$ cat config.mk
export PLATFORM = sky130hd
export DESIGN_NAME = mac_top
export DESIGN_NICKNAME = d
export VERILOG_FILES = /design/src/hw/mac_pkg.sv /design/src/hw/multiply.sv /design/src/hw/n_bit_cla_adder.sv /design/src/hw/mac_mul_block.sv /design/src/hw/mac_pp_combine.sv /design/src/hw/mac_accum.sv /design/src/hw/mac_top.sv
export SDC_FILE = /design/constraint.sdc
export NUM_CORES = 2
export LEC_CHECK = 0
export BUFFER_PORTS_ARGS = -buffer_cell sky130_fd_sc_hd__buf_2
export CORE_ASPECT_RATIO = 0.8
export CORE_MARGIN = 2
export CORE_UTILIZATION = 40
export CTS_BUF_LIST = sky130_fd_sc_hd__clkbuf_8
export DETAILED_ROUTE_END_ITERATION = 12
export GPL_TIMING_DRIVEN = 0
export PLACE_DENSITY_LB_ADDON = 0.25
export SETUP_SLACK_MARGIN = 0.15
export SYNTH_ARGS = -nofsm -noshare
export SYNTH_HDL_FRONTEND = slang
export SYNTH_SLANG_ARGS = --single-unit
$ cat constraint.sdc
create_clock -name clk -period 42 [get_ports clk]
set_clock_uncertainty 0.15 [all_clocks]
set_input_delay 4.2 -clock clk [delete_from_list [all_inputs] [get_ports clk]]
set_output_delay 4.2 -clock clk [all_outputs]
set_load 0.1 [all_outputs]
$ cat src/hw/mac_pkg.sv
`default_nettype none

package mac_pkg;

  // Base widths
  localparam int mac_min_width  = 8;   // One operand byte
  localparam int mac_op_width   = 32;
  localparam int mac_int_width  = 40;  // 32x8 row product
  localparam int mac_prod_width = 64;  // Widest lane product, quad mode
  localparam int mac_acc_width  = 80;

  // Lane accumulator slots, product bits plus guard bits
  localparam int acc_lane_single = 20; // 16 + 4
  localparam int acc_lane_dual   = 40; // 32 + 8
  localparam int acc_lane_quad   = 80; // 64 + 16

  typedef logic [mac_min_width-1:0]  byte_t;
  typedef logic [mac_op_width-1:0]   op_t;
  typedef logic [mac_int_width-1:0]  row_t;
  typedef logic [mac_prod_width-1:0] prod_t;  // Lanes in 16, 32 or 64 bit slots
  typedef logic [mac_acc_width-1:0]  acc_t;   // Lanes in 20, 40 or 80 bit slots

  // Precision mode, value 3 is not a legal mode
  typedef enum logic [1:0] {
    cfg_single = 2'd0,  // Four 8x8 lanes
    cfg_dual   = 2'd1,  // Two 16x16 lanes
    cfg_quad   = 2'd2   // One 32x32 lane
  } mac_cfg_e;

endpackage

`default_nettype wire

$ cat src/hw/multiply.sv
`timescale 1ns/1ns
`default_nettype none

module multiply (
  input  mac_pkg::byte_t                     a,
  input  mac_pkg::byte_t                     b,
  output logic [2*mac_pkg::mac_min_width-1:0] c
);
  import mac_pkg::*;

  // Shift-and-add over the bits of b, one partial-product row per bit
  always_comb begin
    c = '0;
    for (int i = 0; i < mac_min_width; i++) begin
      if (b[i])
        c = c + ((2*mac_min_width)'(a) << i);
    end
  end

endmodule

`default_nettype wire

$ cat src/hw/n_bit_cla_adder.sv
`timescale 1ns/1ns
`default_nettype none

module n_bit_cla_adder #(
  parameter int n = 8
) (
  input  logic [n-1:0] a,
  input  logic [n-1:0] b,
  input  logic         cin,
  output logic [n-1:0] sum,
  output logic         cout
);

  logic [n-1:0] g;  // Generate
  logic [n-1:0] p;  // Propagate
  logic [n:0]   c;

  assign g = a & b;
  assign p = a ^ b;

  // Every carry is a flat sum of products of g, p and cin,
  // so no carry waits on the one below it
  always_comb begin : lookahead
    logic carry;
    logic prop;
    c[0] = cin;
    for (int i = 0; i < n; i++) begin
      carry = g[i];
      prop  = p[i];
      for (int j = i - 1; j >= 0; j--) begin
        carry = carry | (prop & g[j]);
        prop  = prop & p[j];
      end
      c[i+1] = carry | (prop & cin);
    end
  end

  assign sum  = p ^ c[n-1:0];
  assign cout = c[n];

endmodule

`default_nettype wire

$ cat src/hw/mac_mul_block.sv
`timescale 1ns/1ns
`default_nettype none

module mac_mul_block #(
  parameter int blk_idx = 0  // Byte of B served by this row
) (
  input  mac_pkg::byte_t   b,
  input  mac_pkg::byte_t   a0,
  input  mac_pkg::byte_t   a1,
  input  mac_pkg::byte_t   a2,
  input  mac_pkg::byte_t   a3,
  input  mac_pkg::mac_cfg_e cfg,
  output mac_pkg::row_t    row
);
  import mac_pkg::*;

  localparam bit upper_pair = (blk_idx >= 2);  // Dual lane 1 uses a3:a2

  logic [2*mac_min_width-1:0] p [4];  // Byte products ak*b
  byte_t s1, s2, s3, s4;
  logic  c1, c2, c3;
  byte_t add2_b;
  logic  add3_cin;

  multiply u_mul0 (.a(a0), .b(b), .c(p[0]));
  multiply u_mul1 (.a(a1), .b(b), .c(p[1]));
  multiply u_mul2 (.a(a2), .b(b), .c(p[2]));
  multiply u_mul3 (.a(a3), .b(b), .c(p[3]));

  // Outside quad the a1/a2 boundary is a lane edge
  assign add2_b   = (cfg == cfg_quad) ? p[2][mac_min_width-1:0] : '0;
  assign add3_cin = (cfg == cfg_quad) ? c2 : 1'b0;  // Carry cut for dual

  n_bit_cla_adder #(.n(mac_min_width)) u_add1 (
    .a(p[0][2*mac_min_width-1:mac_min_width]), .b(p[1][mac_min_width-1:0]),
    .cin(1'b0), .sum(s1), .cout(c1)
  );

  n_bit_cla_adder #(.n(mac_min_width)) u_add2 (
    .a(p[1][2*mac_min_width-1:mac_min_width]), .b(add2_b),
    .cin(c1), .sum(s2), .cout(c2)
  );

  n_bit_cla_adder #(.n(mac_min_width)) u_add3 (
    .a(p[2][2*mac_min_width-1:mac_min_width]), .b(p[3][mac_min_width-1:0]),
    .cin(add3_cin), .sum(s3), .cout(c3)
  );

  // Top byte of a 32x8 product never carries out
  n_bit_cla_adder #(.n(mac_min_width)) u_add4 (
    .a(p[3][2*mac_min_width-1:mac_min_width]), .b('0),
    .cin(c3), .sum(s4), .cout()
  );

  always_comb begin
    case (cfg)
      cfg_quad: row = {s4, s3, s2, s1, p[0][mac_min_width-1:0]};
      cfg_dual: begin
        if (upper_pair)
          row = {16'b0, s4, s3, p[2][mac_min_width-1:0]};
        else
          row = {16'b0, s2, s1, p[0][mac_min_width-1:0]};
      end
      cfg_single: row = {24'b0, p[blk_idx]};
      default:    row = '0;
    endcase
  end

  // A single-mode row is one 8x8 product
  always_comb begin
    if (cfg == cfg_single) begin
      assert final (row[mac_int_width-1:2*mac_min_width] == '0)
        else $error("mac_mul_block %0d: single row wider than 16 bits", blk_idx);
    end
  end

endmodule

`default_nettype wire

$ cat src/hw/mac_pp_combine.sv
`timescale 1ns/1ns
`default_nettype none

module mac_pp_combine (
  input  logic              clk,
  input  logic              rst_n,
  input  logic              en,
  input  logic              clr,
  input  mac_pkg::mac_cfg_e cfg,
  input  mac_pkg::row_t     row0,
  input  mac_pkg::row_t     row1,
  input  mac_pkg::row_t     row2,
  input  mac_pkg::row_t     row3,
  output mac_pkg::prod_t    prod,
  output mac_pkg::mac_cfg_e prod_cfg,
  output logic              prod_clr,
  output logic              prod_valid
);
  import mac_pkg::*;

  localparam int dual_w   = 2 * 2 * mac_min_width;  // 16x16 lane product
  localparam int single_w = 2 * mac_min_width;

  logic [dual_w-1:0] dual_lo, dual_hi;
  prod_t             quad_sum;
  prod_t             sum;

  // Row k is already aligned to byte k of B
  assign dual_lo = dual_w'(row0) + (dual_w'(row1) << mac_min_width);
  assign dual_hi = dual_w'(row2) + (dual_w'(row3) << mac_min_width);

  assign quad_sum = prod_t'(row0)
                  + (prod_t'(row1) << mac_min_width)
                  + (prod_t'(row2) << (2*mac_min_width))
                  + (prod_t'(row3) << (3*mac_min_width));

  always_comb begin
    case (cfg)
      cfg_single: sum = {row3[single_w-1:0], row2[single_w-1:0],
                         row1[single_w-1:0], row0[single_w-1:0]};
      cfg_dual:   sum = {dual_hi, dual_lo};
      cfg_quad:   sum = quad_sum;
      default:    sum = '0;
    endcase
  end

  // Stage 1 register
  always_ff @(posedge clk) begin
    if (en) begin
      prod     <= sum;
      prod_cfg <= cfg;  // Travels with its product
      prod_clr <= clr;
    end
  end

  always_ff @(posedge clk) begin
    if (!rst_n)
      prod_valid <= 1'b0;
    else
      prod_valid <= en;
  end

endmodule

`default_nettype wire

$ cat src/hw/mac_accum.sv
`timescale 1ns/1ns
`default_nettype none

module mac_accum (
  input  logic              clk,
  input  logic              rst_n,
  input  mac_pkg::prod_t    prod,
  input  mac_pkg::mac_cfg_e prod_cfg,
  input  logic              prod_clr,
  input  logic              prod_valid,
  output mac_pkg::acc_t     acc,
  output logic              acc_valid
);
  import mac_pkg::*;

  localparam int single_lanes = mac_acc_width / acc_lane_single;
  localparam int dual_lanes   = mac_acc_width / acc_lane_dual;
  localparam int single_prod  = mac_prod_width / single_lanes;  // 16
  localparam int dual_prod    = mac_prod_width / dual_lanes;    // 32

  acc_t acc_next;

  // Each slot wraps on its own so no carry crosses a lane
  always_comb begin
    acc_next = acc;
    case (prod_cfg)
      cfg_single: begin
        for (int k = 0; k < single_lanes; k++) begin
          acc_next[k*acc_lane_single +: acc_lane_single] =
            (prod_clr ? '0 : acc[k*acc_lane_single +: acc_lane_single])
            + acc_lane_single'(prod[k*single_prod +: single_prod]);
        end
      end
      cfg_dual: begin
        for (int k = 0; k < dual_lanes; k++) begin
          acc_next[k*acc_lane_dual +: acc_lane_dual] =
            (prod_clr ? '0 : acc[k*acc_lane_dual +: acc_lane_dual])
            + acc_lane_dual'(prod[k*dual_prod +: dual_prod]);
        end
      end
      cfg_quad:
        acc_next = (prod_clr ? '0 : acc) + acc_lane_quad'(prod);
      default: acc_next = acc;  // Illegal mode leaves the state alone
    endcase
  end

  always_ff @(posedge clk) begin
    if (!rst_n) begin
      acc       <= '0;
      acc_valid <= 1'b0;
    end else begin
      acc_valid <= prod_valid;
      if (prod_valid)
        acc <= acc_next;
    end
  end

  a_valid_follows: assert property (@(posedge clk) disable iff (!rst_n)
    acc_valid == $past(prod_valid))
    else $error("acc_valid does not trail prod_valid by one cycle");

endmodule

`default_nettype wire

$ cat src/hw/mac_top.sv
`timescale 1ns/1ns
`default_nettype none

module mac_top (
  input  logic              clk,
  input  logic              rst_n,
  input  logic              en,
  input  logic              clr,
  input  mac_pkg::mac_cfg_e cfg,
  input  mac_pkg::op_t      a,
  input  mac_pkg::op_t      b,
  output mac_pkg::acc_t     acc,
  output logic              acc_valid
);
  import mac_pkg::*;

  row_t     row [4];
  prod_t    prod;
  mac_cfg_e prod_cfg;
  logic     prod_clr;
  logic     prod_valid;

  // One row per byte of B and each row sees the whole of A
  for (genvar k = 0; k < 4; k++) begin : g_row
    mac_mul_block #(.blk_idx(k)) u_mul_block (
      .b  (b[k*mac_min_width +: mac_min_width]),
      .a0 (a[0*mac_min_width +: mac_min_width]),
      .a1 (a[1*mac_min_width +: mac_min_width]),
      .a2 (a[2*mac_min_width +: mac_min_width]),
      .a3 (a[3*mac_min_width +: mac_min_width]),
      .cfg(cfg),
      .row(row[k])
    );
  end

  mac_pp_combine u_pp_combine (
    .clk       (clk),
    .rst_n     (rst_n),
    .en        (en),
    .clr       (clr),
    .cfg       (cfg),
    .row0      (row[0]),
    .row1      (row[1]),
    .row2      (row[2]),
    .row3      (row[3]),
    .prod      (prod),
    .prod_cfg  (prod_cfg),
    .prod_clr  (prod_clr),
    .prod_valid(prod_valid)
  );

  mac_accum u_accum (
    .clk       (clk),
    .rst_n     (rst_n),
    .prod      (prod),
    .prod_cfg  (prod_cfg),
    .prod_clr  (prod_clr),
    .prod_valid(prod_valid),
    .acc       (acc),
    .acc_valid (acc_valid)
  );

  a_cfg_legal: assert property (@(posedge clk) disable iff (!rst_n)
    en |-> cfg inside {cfg_single, cfg_dual, cfg_quad})
    else $error("illegal cfg %0d with en high", cfg);

endmodule

`default_nettype wire

---- Yosys cells after proc, flatten, opt, wreduce, memory -nomap -nowiden ----
Index checks and enable logic that the tools add are counted.
operators by class
  $add $sub $neg .......................... 124
  equal/unequal tests ..................... 4
  multiplexer cells ....................... 149
  bitwise logic cells ..................... 1260
  reductions and logical operators ........ 4
operators with widths
  cell             count
  $mux 16          112
  $and 1x1->1      820
  $pmux 40 s3      4
  $or 1x1->1       400
  $add 16x10->16   16
  $add 16x11->16   16
  $add 16x12->16   16
  $add 16x13->16   16
  $add 16x14->16   16
  $add 16x15->16   16
  $add 16x9->16    16
  $pmux 80 s3      1
  $xor 8x8->8      28
  $pmux 64 s3      1
  $mux 8           20
  $and 8x8->8      12
  $add 20x16->20   4
  $add 40x32->40   2
  $add 80x64->80   1
  $mux 20          4
  $mux 40          2
  $mux 80          1
  $add 32x32->32   2
  $add 64x56->64   1
  other kinds (8)  14
storage, ports and cells
  flip-flop bits (word level) ............. 149
  input bits .............................. 70
  output and inout port bits .............. 81
  logic and storage cells ................. 1547

---- Depth between registers and ports, before layout ----
  depth after elaboration ................. 36
  depth in mapped cells ................... 92
  depth with buffers taken out ............ 89

---- By module ----
Synthesis repeated with hierarchy kept, for this count alone.
unflattened totals
  cell total of the unflattened synthesis .. 11145
  area total of the unflattened synthesis .. 83729.1 µm²
by module, submodules not included
  module                                       instances  cells an instance  area each (µm²)  seq. area each (µm²)
  multiply at g_row[2].u_mul_block.u_mul2 ...  6          455                3354.5           0.0
  multiply at g_row[0].u_mul_block.u_mul3 ...  6          423                3181.8           0.0
  mac_accum                                    1          2065               14393.8          1621.6
  mac_pp_combine                               1          1179               10048.4          2031.9
  multiply at g_row[0].u_mul_block.u_mul0 ...  3          436                3149.3           0.0
  n_bit_cla_adder                              16         37                 317.8            0.0
  multiply at g_row[2].u_mul_block.u_mul1      1          444                3268.1           0.0
  mac_mul_block at g_row[3].u_mul_block        1          78                 623.1            0.0
  mac_mul_block at g_row[1].u_mul_block        1          76                 619.3            0.0
  mac_mul_block at g_row[2].u_mul_block        1          69                 533.0            0.0
  mac_mul_block at g_row[0].u_mul_block        1          66                 493.0            0.0

---- Least setup slack after synthesis ----
No wires, ideal clock.
  path type ............................... input-to-reg
  start ................................... input port a[1]
  end ..................................... register u_pp_combine.prod[60] (data pin)
  library setup time ...................... 0.275 ns
  data arrival time ....................... 20.463 ns
  required time ........................... 41.575 ns
  slack ................................... 21.112 ns
  cell stages on the path ................. 80
  path buffers ............................ 0
  path through ............................ inv_1 nor2_1 ha_1 fa_1 o21ai_0 o21ai_1 a32oi_1 o21bai_1 a21oi_1 xor2_1 mux2i_1 ha_1 a21o_1 a31oi_1 xnor2_1 nand2_1 o21a_1 inv_1 [44 not listed] maj3_1 nand3_1 nand4bb_1 a21oi_1 fa_1 inv_1 ha_1 a21o_1 a21oi_1 nor2b_1 o31ai_1 a21oi_1 or4_1 a31oi_1 a211oi_1 maj3_1 a31oi_1 o221ai_1
on the way
  longest elaborated chain between the ends .. 36
  elaborated cells on any way between the ends .. 561
  classes of those cells .................. add/sub: 32; mux: 41; bitwise: 488
ends and longest elaborated chain
  item                            line                   source
  start, declared                 mac_top.sv:10          input mac_pkg::op_t a,
  $mux 8                          multiply.sv:15         if (b[i])
  $add 16x9->16                   multiply.sv:16         c = c + ((2*mac_min_width)'(a) << i);
  $mux 16                         multiply.sv:15
  $add 16x10->16                  multiply.sv:16
  $mux 16                         multiply.sv:15
  $add 16x11->16                  multiply.sv:16
  $mux 16                         multiply.sv:15
  $add 16x12->16                  multiply.sv:16
  [21 not listed]                 n/a
  $and 1x1->1                     n_bit_cla_adder.sv:34  c[i+1] = carry | (prop & cin);
  $xor 8x8->8                     n_bit_cla_adder.sv:38  assign sum = p ^ c[n-1:0];
  $pmux 40 s3                     mac_mul_block.sv:56    case (cfg)
  $add 40x48->49                  mac_pp_combine.sv:33   + (prod_t'(row1) << mac_min_width)
  $add 64x56->64                  mac_pp_combine.sv:34   + (prod_t'(row2) << (2*mac_min_width))
  $add 64x64->64                  mac_pp_combine.sv:35   + (prod_t'(row3) << (3*mac_min_width));
  $pmux 64 s3 *                   mac_pp_combine.sv:38   case (cfg)
  named net u_pp_combine.sum[60]  mac_pp_combine.sv:26   prod_t sum;
  end signal, assigned            mac_pp_combine.sv:50   prod <= sum;
  end, declared                   mac_pp_combine.sv:14   output mac_pkg::prod_t prod,
The timed path passes the listed nets; every way through them passes the cells marked *.
A chain may end at the register's enable or synchronous reset.

---- Worst setup path after layout ----
  start ................................... input port a[2]
  end ..................................... register u_pp_combine.prod[63] (data pin)
Same word-level chain as after synthesis.

==> key figures <==
Critical path
  – Slowest stage cell, crit path: buf_1
  – Nature of the critical path startpoint: primary input
  – Critical Path End Type: register
  – R2R Path End: u_accum.acc[72]
  – CP max stage delay: 1210 ps
  – CP Max Fanout: 31
  – CP delay by family, top: compound AO/OA/AOI/OAI gates
  – CP bufs+invs: 7
  – Most frequent CP cell: ha_1
  – FF-to-FF path depth: 18
  – Data arrival time of the critical path: 24990 ps
  – CP required: 42130 ps
  – Crit Path Category: primary input to register
  – R2R Setup Slk: 33300 ps
  – Reg-to-Reg Start: u_pp_combine.prod_clr

Job
  – Max_cap viols: 5

Die
  – Horiz. Die Dim: 470 µm
  – Initial Utilization: 0.403
  – Die ar.: 177000 µm²
  – CORE AREA: 172000 µm²
  – IO Count: 151
  – Die Ht: 376 µm
  – # rows: 136

Placement
  – HPWL after DPL: 242000 µm
  – Pre-CTS setup slack: 16950 ps
  – IO buf count: 140
  – Routability cong.: 1.03

Synthesis
  – Ys Warns: 0
  – Share of the synthesized area in the top cell type: 0.221
  – Sequential area share after synthesis: 0.0527
  – Main flop type after synthesis: dfxtp_1
  – Avg Synthesized Cell Area: 7.38 µm²
  – EDFF count, synth: 67
  – FFs w/ async S/R, synth: 0
  – Top post-synthesis cells by area: ha_1 22%, xnor2_1 7.9%, a21oi_1 6.6%, o21ai_0 4.9%, inv_1 4.7%
  – Post-Syn Area: 69300 µm²
  – Cells after Synth: 9395
  – Dominant cell type by area after synthesis: ha_1
  – Syn_nets: 10800
  – Number of synthesized register bits: 149
  – Unique masters post-synth: 106

Global routing
  – GR Layer Usage met3: 0.0510
  – First-pass GRT wire length: 439000 µm
  – Gr busiest metal: met2
  – M1 GR Usage: 0.484
  – Gr usage total: 0.325
  – Gr ovfl total: 0
  – Initial antenna violation count: 24
  – Vias in the first global route: 68400
  – Largest net degree at the start of global routing: 65
  – Routing usage on met2: 0.486

Power and ir drop
  – Cell Pwr Density: 75.9 nW/µm²
  – Peak supply drop: 50.7 µV
  – Static leakage: 35.6 nW

Clock network
  – Clk sink count: 149
  – Max clock buf depth: 2
  – CTS-repair resized insts: 0
  – CTS tree: yes
  – Reg clk slew, reported paths: 100 ps
  – Setup bufs post-CTS: 0
  – TritonCTS buffer count: 17
  – Post-CTS Hold Buffers: 0
  – Worst skew pair latency: 540 ps
  – Depth of the CTS H-tree: 4
  – Root Buffer: clkbuf_8

Drt
  – Number of DRC markers in iteration 0: 8052
  – Drt total wl: 298000 µm
  – Avg WL per Cell: 25.2 µm
  – Antenna violation net count after detailed routing: 0
  – TritonRoute pass-1 iters: 6
  – Via count: 72400
  – Mean number of vias per cell: 6.11
  – # DRC: 0

Timing
  – Slew @ Worst Pin: 1590 ps
  – Min Clock Period, post-route: 24860 ps
  – Period utilization: 0.592
  – Max Clock Freq: 40.2 MHz
  – RSZ-0062 raised after global routing: no
  – Final Hold Fails: 0
  – Setup tns final: 0 ps
  – Worst setup margin: 17140 ps
  – Max-slew violation count: 136
  – Max_slew headroom: -0.0700
  – Final setup fails: 0

Min path
  – Hold EP: u_accum.acc[61]
  – Hold path depth: 2
  – Worst hold path type: register to register
  – Worst hold start: u_accum.acc[61]

Finish
  – # nets final: 11000
  – Share of layout cells above drive strength 1: 0.0602
  – Area delta synth->final: 5.94%

Outcome
  – Failing checks: max-capacitance violations, max-slew violations
  – Status: complete, but fails checks
==> cell usage after synthesis (all sizes together), types with 209 or more instances <==
library cell,count
o21ai,692
nor2b,268
clkbuf,245
xor2,209
a21oi,912
nor2,716
ha,1226
inv,867
xnor2,624
nand2,637
a21o,374
mux2,283
==> power by group <==
group | internal (mW) | switching (mW) | total (mW)
combinational | 2.07 | 3.12 | 5.19
sequential | 0.211 | 0.0624 | 0.273
clock | 0.0424 | 0.0718 | 0.114
==> area by class of cell <==
class | instances | area (µm²)
timing repair buffer | 148 | 891
inverter | 876 | 3290
antenna | 3 | 7.51
multi-input combinational | 8045 | 61200
sequential | 149 | 3650
clock inverter | 15 | 123
tap | 2277 | 2850
buffer | 325 | 1240
fill | 17700 | 98600
clock buffer | 17 | 234
==> worst min-delay path, delay by kind of cell, from the launching register on <==
family / cells / cell delay (ps)
flip-flops: 1 / 340
AND/OR/NAND/NOR: 2 / 170
==> per-layer routing <==
| metal | wire length, µm | part of all wire | vias up |
|---|---|---|---|
| li1 | - | - | 34000 |
| met1 | 142000 | 0.48 | 35000 |
| met2 | 120000 | 0.40 | 3059 |
| met3 | 28000 | 0.094 | 350 |
| met4 | 7700 | 0.026 | 12 |
| met5 | 74 | 0.00025 | - |
==> cells in the final DEF, fill, tap and decap left out, types with 153 or more instances in the layout <==
cell,n
ha_1,1226
a21oi_1,910
inv_1,862
nor2_1,715
o21ai_0,678
nand2_1,637
xnor2_1,624
a21o_1,374
mux2_2,283
nor2b_1,268
clkbuf_1,244
xor2_1,209
o21bai_1,198
fa_1,156
o21a_1,153
==> metrics by stage <==
step | cells | util | hold WS, ps | power [mW] | cell area (µm²)
6_report | 11900 | 0.427 | 393 | 5.58 | 73500
3_3_place_gp | 11800 | 0.424 | 362 | 5.22 | 72900
5_1_grt | 11900 | 0.427 | 407 | 6.06 | 73500
3_5_place_dp | 11800 | 0.425 | 364 | 5.29 | 73100
4_1_cts | 11900 | 0.427 | 387 | 5.45 | 73400
2_1_floorplan | 9395 | - | 296 | 3.98 | 69300
==> how the worst max path moves through the flow <==
stage / startpoint / end / slack [ps] / cells after the start
final: a[2] / u_pp_combine.prod[63] / 17140 / 82
after global routing: a[2] / u_pp_combine.prod[63] / 16370 / 82
after CTS: a[1] / u_pp_combine.prod[63] / 17480 / 83
after detailed placement: a[1] / u_pp_combine.prod[63] / 16950 / 83
after global placement: a[1] / u_pp_combine.prod[63] / 16400 / 82
after floorplan: a[1] / u_pp_combine.prod[60] / 21110 / 80
==> logic make-up after synthesis <==
family | Yosys count | synth area share
buffers and inverters | 1201 | 0.0653
multiplexers | 406 | 0.0637
AND/OR/NAND/NOR | 2318 | 0.161
AO/OA/AOI/OAI | 3104 | 0.286
adder cells (fa/ha/maj) | 1384 | 0.267
XOR/XNOR | 833 | 0.105
flip-flops | 149 | 0.0527
==> sequential cells by signal, indices dropped and copies added (netlist names) <==
| register | flops |
|---|---|
| u_accum.acc | 80 |
| u_accum.acc_valid | 1 |
| u_pp_combine.prod | 64 |
| u_pp_combine.prod_cfg | 2 |
| u_pp_combine.prod_clr | 1 |
| u_pp_combine.prod_valid | 1 |
Power figures use the tool's default switching activity.
